File: src/mm_consts.svh
`ifndef MM_CONSTS_SVH
`define MM_CONSTS_SVH

// Matrix dimension N and element width
`define MAT_SIZE 4
`define DWIDTH 8

// RAM geometry
`define AWIDTH 4
`define MEM_DEPTH 16

// One RAM word carries a full row or column
`define ROW_WIDTH (`MAT_SIZE * `DWIDTH)

`endif

File: src/mm_pkg.sv
`default_nettype none

`include "mm_consts.svh"

package mm_pkg;

  // One matrix element
  typedef logic [`DWIDTH-1:0] elem_t;

  // Element 0 sits in the low bits
  typedef logic [`ROW_WIDTH-1:0] row_t;

  typedef logic [`AWIDTH-1:0] addr_t;

  // Controller sequence, in run order
  typedef enum logic [2:0] {
    IDLE,
    FEED,
    DRAIN,
    STORE,
    FINISH
  } ctrl_state_t;

endpackage

`default_nettype wire

File: src/bank_ram.sv
`timescale 1ns/10ps
`default_nettype none

`include "mm_consts.svh"

module bank_ram (
  input  wire logic          clk_mem,
  input  wire mm_pkg::addr_t addr,
  input  wire mm_pkg::row_t  d,
  input  wire logic          we,
  output mm_pkg::row_t       q
);

  mm_pkg::row_t mem [`MEM_DEPTH];

  // Read-before-write, old word comes out on a write cycle
  always_ff @(posedge clk_mem) begin
    q <= mem[addr];
    if (we) begin
      mem[addr] <= d;
    end
  end

endmodule

`default_nettype wire

File: src/mac_pe.sv
`timescale 1ns/10ps
`default_nettype none

`include "mm_consts.svh"

module mac_pe (
  input  wire logic          clk_mem,
  input  wire logic          reset,
  input  wire logic          clear_acc,
  input  wire logic          valid_in,
  input  wire mm_pkg::elem_t a_in,
  input  wire mm_pkg::elem_t b_in,
  output mm_pkg::elem_t      a_out,
  output mm_pkg::elem_t      b_out,
  output logic               valid_out,
  output mm_pkg::elem_t      acc
);

  mm_pkg::elem_t prod;

  // Only the low byte of each product matters for a wrapping sum
  assign prod = a_in * b_in;

  // Operands march right and down every cycle
  always_ff @(posedge clk_mem) begin
    a_out <= a_in;
    b_out <= b_in;
  end

  always_ff @(posedge clk_mem) begin
    if (reset) begin
      valid_out <= 1'b0;
      acc       <= '0;
    end else begin
      valid_out <= valid_in;
      if (clear_acc) begin
        acc <= '0;
      end else if (valid_in) begin
        acc <= acc + prod;
      end
    end
  end

endmodule

`default_nettype wire

File: src/systolic_array.sv
`timescale 1ns/10ps
`default_nettype none

`include "mm_consts.svh"

module systolic_array (
  input  wire logic          clk_mem,
  input  wire logic          reset,
  input  wire logic          clear_acc,
  input  wire logic          feed_valid,
  input  wire mm_pkg::row_t  a_col,
  input  wire mm_pkg::row_t  b_row,
  input  wire mm_pkg::addr_t c_row_sel,
  output mm_pkg::row_t       c_row
);

  // Skewed operands at the left and top edges
  wire mm_pkg::elem_t a_skew [`MAT_SIZE];
  wire mm_pkg::elem_t b_skew [`MAT_SIZE];
  wire [`MAT_SIZE-1:0] v_skew;
  logic [`MAT_SIZE-2:0] v_pipe;

  // Links between neighbouring PEs
  wire mm_pkg::elem_t a_link [`MAT_SIZE][`MAT_SIZE];
  wire mm_pkg::elem_t b_link [`MAT_SIZE][`MAT_SIZE];
  wire v_link [`MAT_SIZE][`MAT_SIZE];
  wire mm_pkg::elem_t acc [`MAT_SIZE][`MAT_SIZE];

  //////////////////////////////////////////////////////////////////////
  // Input skew
  //////////////////////////////////////////////////////////////////////

  // Valid tap i is feed_valid delayed i cycles
  always_ff @(posedge clk_mem) begin
    if (reset) begin
      v_pipe <= '0;
    end else begin
      v_pipe <= {v_pipe[`MAT_SIZE-3:0], feed_valid};
    end
  end

  for (genvar gi = 0; gi < `MAT_SIZE; gi++) begin : g_skew
    if (gi == 0) begin : g_edge
      assign a_skew[gi] = a_col[gi*`DWIDTH +: `DWIDTH];
      assign b_skew[gi] = b_row[gi*`DWIDTH +: `DWIDTH];
      assign v_skew[gi] = feed_valid;
    end else begin : g_delay
      mm_pkg::elem_t a_dly [gi];
      mm_pkg::elem_t b_dly [gi];

      // Element gi waits gi cycles
      always_ff @(posedge clk_mem) begin
        a_dly[0] <= a_col[gi*`DWIDTH +: `DWIDTH];
        b_dly[0] <= b_row[gi*`DWIDTH +: `DWIDTH];
        for (int s = 1; s < gi; s++) begin
          a_dly[s] <= a_dly[s-1];
          b_dly[s] <= b_dly[s-1];
        end
      end

      assign a_skew[gi] = a_dly[gi-1];
      assign b_skew[gi] = b_dly[gi-1];
      assign v_skew[gi] = v_pipe[gi-1];
    end
  end

  //////////////////////////////////////////////////////////////////////
  // PE grid
  //////////////////////////////////////////////////////////////////////

  for (genvar gi = 0; gi < `MAT_SIZE; gi++) begin : g_row
    for (genvar gj = 0; gj < `MAT_SIZE; gj++) begin : g_col
      wire mm_pkg::elem_t a_in;
      wire mm_pkg::elem_t b_in;
      wire v_in;

      // Valid travels with A, along the row
      if (gj == 0) begin : g_left
        assign a_in = a_skew[gi];
        assign v_in = v_skew[gi];
      end else begin : g_inner_a
        assign a_in = a_link[gi][gj-1];
        assign v_in = v_link[gi][gj-1];
      end

      if (gi == 0) begin : g_top
        assign b_in = b_skew[gj];
      end else begin : g_inner_b
        assign b_in = b_link[gi-1][gj];
      end

      mac_pe u_pe (
        .clk_mem   (clk_mem),
        .reset     (reset),
        .clear_acc (clear_acc),
        .valid_in  (v_in),
        .a_in      (a_in),
        .b_in      (b_in),
        .a_out     (a_link[gi][gj]),
        .b_out     (b_link[gi][gj]),
        .valid_out (v_link[gi][gj]),
        .acc       (acc[gi][gj])
      );
    end
  end

  // Result row picked for the C write
  always_comb begin
    c_row = '0;
    for (int r = 0; r < `MAT_SIZE; r++) begin
      if (c_row_sel == mm_pkg::addr_t'(r)) begin
        for (int c = 0; c < `MAT_SIZE; c++) begin
          c_row[c*`DWIDTH +: `DWIDTH] = acc[r][c];
        end
      end
    end
  end

endmodule

`default_nettype wire

File: src/mat_mul_ctrl.sv
`timescale 1ns/10ps
`default_nettype none

`include "mm_consts.svh"

module mat_mul_ctrl (
  input  wire logic     clk_mem,
  input  wire logic     reset,
  input  wire logic     start_mat_mul,
  output mm_pkg::addr_t op_addr,
  output logic          feed_valid,
  output logic          clear_acc,
  output mm_pkg::addr_t c_row_sel,
  output logic          c_we,
  output mm_pkg::addr_t c_addr,
  output logic          done_mat_mul
);

  localparam mm_pkg::addr_t LAST_ROW   = mm_pkg::addr_t'(`MAT_SIZE - 1);
  localparam mm_pkg::addr_t LAST_DRAIN = mm_pkg::addr_t'(2 * `MAT_SIZE - 1);

  mm_pkg::ctrl_state_t state;
  mm_pkg::addr_t       cnt;

  always_ff @(posedge clk_mem) begin
    if (reset) begin
      state      <= mm_pkg::IDLE;
      cnt        <= '0;
      clear_acc  <= 1'b0;
      feed_valid <= 1'b0;
    end else begin
      clear_acc <= 1'b0;
      // RAM output lags the address by one cycle
      feed_valid <= (state == mm_pkg::FEED);
      case (state)
        mm_pkg::IDLE: begin
          if (start_mat_mul) begin
            state     <= mm_pkg::FEED;
            cnt       <= '0;
            clear_acc <= 1'b1;
          end
        end
        mm_pkg::FEED: begin
          if (cnt == LAST_ROW) begin
            state <= mm_pkg::DRAIN;
            cnt   <= '0;
          end else begin
            cnt <= cnt + mm_pkg::addr_t'(1);
          end
        end
        // Let the last operands reach the far corner
        mm_pkg::DRAIN: begin
          if (cnt == LAST_DRAIN) begin
            state <= mm_pkg::STORE;
            cnt   <= '0;
          end else begin
            cnt <= cnt + mm_pkg::addr_t'(1);
          end
        end
        mm_pkg::STORE: begin
          if (cnt == LAST_ROW) begin
            state <= mm_pkg::FINISH;
            cnt   <= '0;
          end else begin
            cnt <= cnt + mm_pkg::addr_t'(1);
          end
        end
        default: begin
          state <= mm_pkg::IDLE;
        end
      endcase
    end
  end

  // One counter walks operand words, then result rows
  assign op_addr      = cnt;
  assign c_row_sel    = cnt;
  assign c_addr       = cnt;
  assign c_we         = (state == mm_pkg::STORE);
  assign done_mat_mul = (state == mm_pkg::FINISH);

  // A run is at least 4N cycles, so done pulses stay well apart
  assert property (@(posedge clk_mem) disable iff (reset)
    done_mat_mul |=> !done_mat_mul [* 4*`MAT_SIZE]);

  // Every C write belongs to STORE and is closed by done
  assert property (@(posedge clk_mem) disable iff (reset)
    c_we |-> (state == mm_pkg::STORE) ##[1:`MAT_SIZE] done_mat_mul);

endmodule

`default_nettype wire

File: src/mat_mul_top.sv
`timescale 1ns/10ps
`default_nettype none

`include "mm_consts.svh"

module mat_mul_top (
  input  wire logic          clk_mem,
  input  wire logic          reset,
  input  wire logic          enable_writing_to_mem,
  input  wire logic          enable_reading_from_mem,
  input  wire mm_pkg::addr_t addr_pi,
  input  wire mm_pkg::row_t  data_pi,
  input  wire logic          we_a,
  input  wire logic          we_b,
  input  wire logic          start_mat_mul,
  output mm_pkg::row_t       data_from_out_mat,
  output logic               done_mat_mul
);

  logic          wr_en_q;
  logic          rd_en_q;
  logic          we_a_q;
  logic          we_b_q;
  mm_pkg::addr_t addr_q;
  mm_pkg::row_t  data_q;

  mm_pkg::addr_t op_addr;
  mm_pkg::addr_t c_row_sel;
  mm_pkg::addr_t c_addr;
  logic          feed_valid;
  logic          clear_acc;
  logic          c_we;

  mm_pkg::addr_t ab_addr;
  mm_pkg::addr_t c_mux_addr;
  mm_pkg::row_t  a_q;
  mm_pkg::row_t  b_q;
  mm_pkg::row_t  c_q;
  mm_pkg::row_t  c_row;

  //////////////////////////////////////////////////////////////////////
  // Host port registers
  //////////////////////////////////////////////////////////////////////

  always_ff @(posedge clk_mem) begin
    if (reset) begin
      wr_en_q <= 1'b0;
      rd_en_q <= 1'b0;
      we_a_q  <= 1'b0;
      we_b_q  <= 1'b0;
    end else begin
      wr_en_q <= enable_writing_to_mem;
      rd_en_q <= enable_reading_from_mem;
      we_a_q  <= we_a;
      we_b_q  <= we_b;
    end
  end

  always_ff @(posedge clk_mem) begin
    addr_q <= addr_pi;
    data_q <= data_pi;
  end

  // Host owns the RAM address while its enable is up
  assign ab_addr    = wr_en_q ? addr_q : op_addr;
  assign c_mux_addr = rd_en_q ? addr_q : c_addr;

  //////////////////////////////////////////////////////////////////////
  // Operand and result RAMs
  //////////////////////////////////////////////////////////////////////

  bank_ram a_ram (
    .clk_mem (clk_mem),
    .addr    (ab_addr),
    .d       (data_q),
    .we      (we_a_q & wr_en_q),
    .q       (a_q)
  );

  bank_ram b_ram (
    .clk_mem (clk_mem),
    .addr    (ab_addr),
    .d       (data_q),
    .we      (we_b_q & wr_en_q),
    .q       (b_q)
  );

  bank_ram c_ram (
    .clk_mem (clk_mem),
    .addr    (c_mux_addr),
    .d       (c_row),
    .we      (c_we),
    .q       (c_q)
  );

  // Third stage of the read path
  always_ff @(posedge clk_mem) begin
    if (reset) begin
      data_from_out_mat <= '0;
    end else begin
      data_from_out_mat <= c_q;
    end
  end

  //////////////////////////////////////////////////////////////////////
  // Compute engine
  //////////////////////////////////////////////////////////////////////

  mat_mul_ctrl u_ctrl (
    .clk_mem       (clk_mem),
    .reset         (reset),
    .start_mat_mul (start_mat_mul),
    .op_addr       (op_addr),
    .feed_valid    (feed_valid),
    .clear_acc     (clear_acc),
    .c_row_sel     (c_row_sel),
    .c_we          (c_we),
    .c_addr        (c_addr),
    .done_mat_mul  (done_mat_mul)
  );

  // A columns enter from the left, B rows from the top
  systolic_array u_array (
    .clk_mem    (clk_mem),
    .reset      (reset),
    .clear_acc  (clear_acc),
    .feed_valid (feed_valid),
    .a_col      (a_q),
    .b_row      (b_q),
    .c_row_sel  (c_row_sel),
    .c_row      (c_row)
  );

  // Host writes and reads share one address register
  assert property (@(posedge clk_mem) disable iff (reset)
    !(enable_writing_to_mem && enable_reading_from_mem));

endmodule

`default_nettype wire

File: config.mk
export PLATFORM = sky130hd
export DESIGN_NAME = mat_mul_top
export DESIGN_NICKNAME = d
export VERILOG_FILES = /design/src/mm_pkg.sv /design/src/bank_ram.sv /design/src/mac_pe.sv /design/src/systolic_array.sv /design/src/mat_mul_ctrl.sv /design/src/mat_mul_top.sv
export VERILOG_INCLUDE_DIRS = /design/src
export SDC_FILE = /design/constraint.sdc
export NUM_CORES = 2
export LEC_CHECK = 0
export ABC_AREA = 1
export CAP_MARGIN = 20
export CORE_UTILIZATION = 57
export CTS_CLUSTER_SIZE = 8
export DETAILED_ROUTE_END_ITERATION = 10
export DONT_BUFFER_PORTS = 1
export GPL_TIMING_DRIVEN = 0
export MAX_ROUTING_LAYER = met4
export PLACE_DENSITY = 0.71
export SYNTH_ARGS = -nofsm -noshare
export SYNTH_HDL_FRONTEND = slang
export SYNTH_SLANG_ARGS = --single-unit
File: constraint.sdc
create_clock -name clk_mem -period 3.7 [get_ports clk_mem]
set_input_delay 1.11 -clock clk_mem [delete_from_list [all_inputs] [get_ports clk_mem]]
set_output_delay 1.11 -clock clk_mem [all_outputs]
set_load 0.01 [all_outputs]
==> Implementation_results.wiki <==
{| class="wikitable"
! Metric !! Value
|-
| Number of vias per cell || 5.91
|-
| Worst Setup Slack post-DPL || -0.594 ns
|-
| Reg clk slew, reported paths || 0.05 ns
|-
| Most frequent cell on the critical path || fa_1
|-
| Largest fanout of any net on the critical path || 7
|-
| Top layer in use || met4
|-
| Top cell types by occurrence after synthesis || 1861 x nand2_1, 1536 x edfxtp_1, 1039 x inv_1
|-
| Wire length of the first global-routing pass || 380000 µm
|-
| Number of storage elements in the synthesis netlist || 2135
|-
| Detailed-routed wire length on met3 || 23000 µm
|-
| Final period util || 1.05
|-
| Register area share after synthesis || 0.637
|-
| Total number of placement rows || 146
|-
| Main combinational cell family by area after synthesis || simple AND/OR/NAND/NOR gates
|-
| Net Count, Synth || 8294
|-
| Fill count || 10942
|-
| Weighted congestion at the end of routability-driven global placement || 0.948
|-
| Overall power of the completed layout || 94.3 mW
|-
| Post-synth ARST share || 0
|-
| Number of enable-type register cells in the synthesized netlist || 1536
|-
| Worst setup margin || -0.168 ns
|-
| Worst setup EP type || flop
|-
| Net count, final || 8870
|-
| Number of global-route vias before repair || 61874
|-
| Startpoint class of the critical path || flop
|-
| Grt total ovfl || 0
|-
| Post-route core utilization || 0.682
|-
| Peak Freq || 259 MHz
|-
| Core area || 159000 µm²
|-
| Power per Cell Area || 872 nW/µm²
|-
| Delay of the slowest cell on the worst path || 0.52 ns
|-
| Initial antenna violation count || 8
|-
| Sequential share of power || 0.334
|-
| Met1 Routed Length || 95400 µm
|-
| Combinational cell fraction of total power || 0.392
|-
| Initial standard-cell utilization of the core || 0.575
|-
| DR DRC count || 0
|-
| Combined global-route utilization of all metal layers || 0.325
|-
| Vias || 62217
|-
| Area leader, netlist || edfxtp_1
|-
| Number of DRC markers after the initial detailed-route iteration || 6828
|-
| WL met2 || 124000 µm
|-
| Area added between synthesis and finish || 18.6%
|-
| Average footprint of a synthesized cell || 11.9 µm²
|-
| Top-level I/O count || 76
|-
| Total length of routed wires || 255000 µm
|-
| Dpl hpwl || 174000 µm
|-
| Vert. Die Dim || 402 µm
|-
| Worst Setup Path Type || flop to flop
|-
| Kind of path behind the tightest hold check || input pin to flop
|-
| Full die area || 162000 µm²
|-
| Total net switching power || 34.5 mW
|-
| Final setup vio count || 18
|-
| Synth cell types || 36
|-
| Min Tclk post-route || 3.87 ns
|-
| Top area cells in the synthesized netlist || edfxtp_1 51%, dfxtp_1 13%, nand2_1 7.7%, fa_1 6.3%, a22oi_1 6.3%
|-
| Complex-gate fraction of the synthesized area || 0.0832
|-
| Clock tree skew after final layout || 0.0649 ns
|-
| Transition time at the pin with the least slew margin || 1.18 ns
|-
| Per-cell routed wire length || 24.2 µm
|-
| Switching fraction of total power || 0.366
|-
| TritonCTS clock tree || yes
|-
| Top-count cell post-synth || nand2_1
|-
| Fraction of layout cells with a size suffix above 1 || 0.154
|-
| Peak VDD IR || 835 µV
|-
| Worst slew margin relative to its limit || 0.214
|-
| Required time reported for the critical path endpoint || 4.50 ns
|-
| # port buffers || 0
|-
| Cell area reported after detailed placement || 96900 µm²
|-
| Leading register cell type out of synthesis || edfxtp_1
|-
| Cells along the critical path || buf_8 -> nand2_2 -> fa_1 -> fa_1 -> inv_1 -> fa_1 -> inv_2 -> fa_1 -> inv_2 -> ha_4 -> a21oi_4 -> nand3_1 -> nand2_2 -> inv_2 -> nand3_1 -> nand2_1 -> nand2_1 -> nand3_1 -> nand2_1 -> inv_1
|-
| Largest net degree at the start of global routing || 33
|-
| Clock root buffer master || clkbuf_16
|-
| Simple-gate area share of the yosys netlist || 0.104
|-
| Portion of total power attributed to the clock network || 0.275
|-
| Cell count after placement || 9921
|-
| Number of sinks handled by clock tree synthesis || 2135
|-
| Xor and xnor fraction of the mapped netlist area || 0.0150
|-
| Worst-Skew Late Latency || 0.93 ns
|-
| RSZ-0062 raised after global routing || yes
|-
| Maximum number of buffers from clock root to sink || 4
|-
| Violations in the final reports || negative setup slack
|-
| Static power due to leakage || 44.4 nW
|-
| Cell area after technology mapping || 91200 µm²
|-
| Horizontal die dimension || 402 µm
|-
| Hold Buf Count CTS || 0
|-
| Antenna Violating Nets Remaining || 0
|-
| Number of max-cap violations || 0
|-
| Count of non-filler cells in the finished layout || 10530
|-
| Total non-filler cell area in the finished layout || 108000 µm²
|-
| Synthesis warning total || 0
|-
| Status || finished, violations left
|-
| Final count of pins violating max slew || 0
|-
| Number of instances in the synthesized netlist || 7687
|-
| Internal cell power || 59.8 mW
|-
| Total iterations of the first detailed-routing run || 9
|-
| Multiplexer fraction of the synthesized cell area || 0
|-
| Slowest-stage cell, CP || fa_1
|-
| Arrival time of the worst setup path || 4.67 ns
|-
| Post-synthesis adder-cell area fraction || 0.101
|-
| Final hold violation count || 0
|-
| Share of Yosys cell area claimed by the top area cell type || 0.506
|-
| Total CTS buffers || 317
|-
| Number of H-tree levels || 5
|}
power groups by stage:
stage / Sequential (mW) / Combinational (mW) / Clock (mW)
global placement: 31.6 / 29.6 / 0
CTS: 31.3 / 34.8 / 26.0
finish: 31.5 / 36.9 / 25.9
floorplan: 30.1 / 22.7 / 0
detailed placement: 31.5 / 31.0 / 0
global route: 31.6 / 41.3 / 27.1
cells by family (layout without fill, tap and decap cells):
group | after synthesis | after routing
other | 0 | 7
buffers and inverters | 1370 | 2134
adder cells (fa/ha/maj) | 564 | 564
AND/OR/NAND/NOR | 2359 | 2359
flip-flops | 2135 | 2135
AO/OA/AOI/OAI | 1103 | 1103
XOR/XNOR | 156 | 156
sequential cells by signal, summed over array words and instances (netlist names), 48 cells and up:
signal,count
a_ram.mem,512
b_ram.mem,512
c_ram.mem,512
u_array.g_row.g_col.u_pe.a_out,96
u_array.g_row.g_col.u_pe.acc,128
u_array.g_row.g_col.u_pe.b_out,96
u_array.g_skew.g_delay.a_dly,48
u_array.g_skew.g_delay.b_dly,48
worst max-delay path: cells and delay by family (launching register included):
kind | cells | cell delay [ns]
compound gates | 1 | 0.15
fa+ha+maj | 5 | 2.25
buf+inv | 6 | 0.37
flops | 1 | 0.36
simple gates | 8 | 0.64
through the flow:
step	hold WS [ns]	TNS (ns)
final	0.200	-1.03
after global routing	0.159	-9.00
after CTS	0.150	-1.99
after detailed placement	0.312	-7.52
after global placement	0.311	-4019.50
after floorplan	0.310	-181.46
routing by layer:
metal,track usage,vias to the layer above
met4,0.143,0
met2,0.524,3408
met5,-,-
li1,-,27447
met3,0.0512,704
met1,0.407,30658
cells in the final DEF (no fill, tap or decap), types with 17 or more instances in the layout:
cell and n:
nor2_4 23, nor3_4 18, a22oi_1 768, nand3b_1 17
edfxtp_1 1536, fa_2 31, dfxtp_1 453, inv_2 69
nand3_1 173, nor2_1 111, clkbuf_1 275, buf_6 79
inv_1 976, buf_8 30, dfxtp_4 69, xor2_1 66
buf_16 42, nand3_2 20, nand2_1 1781, buf_2 164
o211ai_1 24, xnor2_1 87, fa_1 257, ha_4 34
buf_4 130, o21ai_0 95, nand4_1 102, a21oi_1 130
clkbuf_16 324, ha_1 237, nand2_2 71, dfxtp_2 77
o21ai_1 38
path summary, 6_finish.rpt:
kind / start / depth (start not counted) / to / slack (ns)
hold / removal: data_pi[16] / 0 / data_q[16] / 0.20
setup reg to reg: u_array.g_row[0].g_col[1].u_pe.b_out[0] / 20 / u_array.g_row[1].g_col[1].u_pe.acc[7] / -0.17
hold reg to reg: u_array.g_skew[3].g_delay.a_dly[0][12] / 0 / u_array.g_skew[3].g_delay.a_dly[0][20] / 0.30
setup / recovery: u_array.g_row[0].g_col[1].u_pe.b_out[0] / 20 / u_array.g_row[1].g_col[1].u_pe.acc[7] / -0.17
final cells by class:
| type | instances | area [µm²] | share of cell area |
|---|---|---|---|
| antenna | 7 | 17.5 | 0.000162 |
| buffer | 307 | 1590 | 0.0147 |
| clock buffer | 500 | 8790 | 0.0813 |
| clock inverter | 7 | 65.1 | 0.000602 |
| inverter | 1046 | 3930 | 0.0363 |
| multi-input combinational | 4182 | 29200 | 0.270 |
| sequential | 2135 | 58500 | 0.541 |
| tap | 2072 | 2590 | 0.0240 |
| timing repair buffer | 274 | 3520 | 0.0325 |
what timing repair did:
action / 4_1_cts / 5_1_grt
gates resized for setup: 335 / 244
pin swaps: 210 / 160
endpoints found under the hold margin: 0 / 0
setup endpoints to repair: 36 / 119
setup buffers: 79 / 28
gates cloned: 0 / 0
Note: power is estimated with default switching activity, not from simulation.
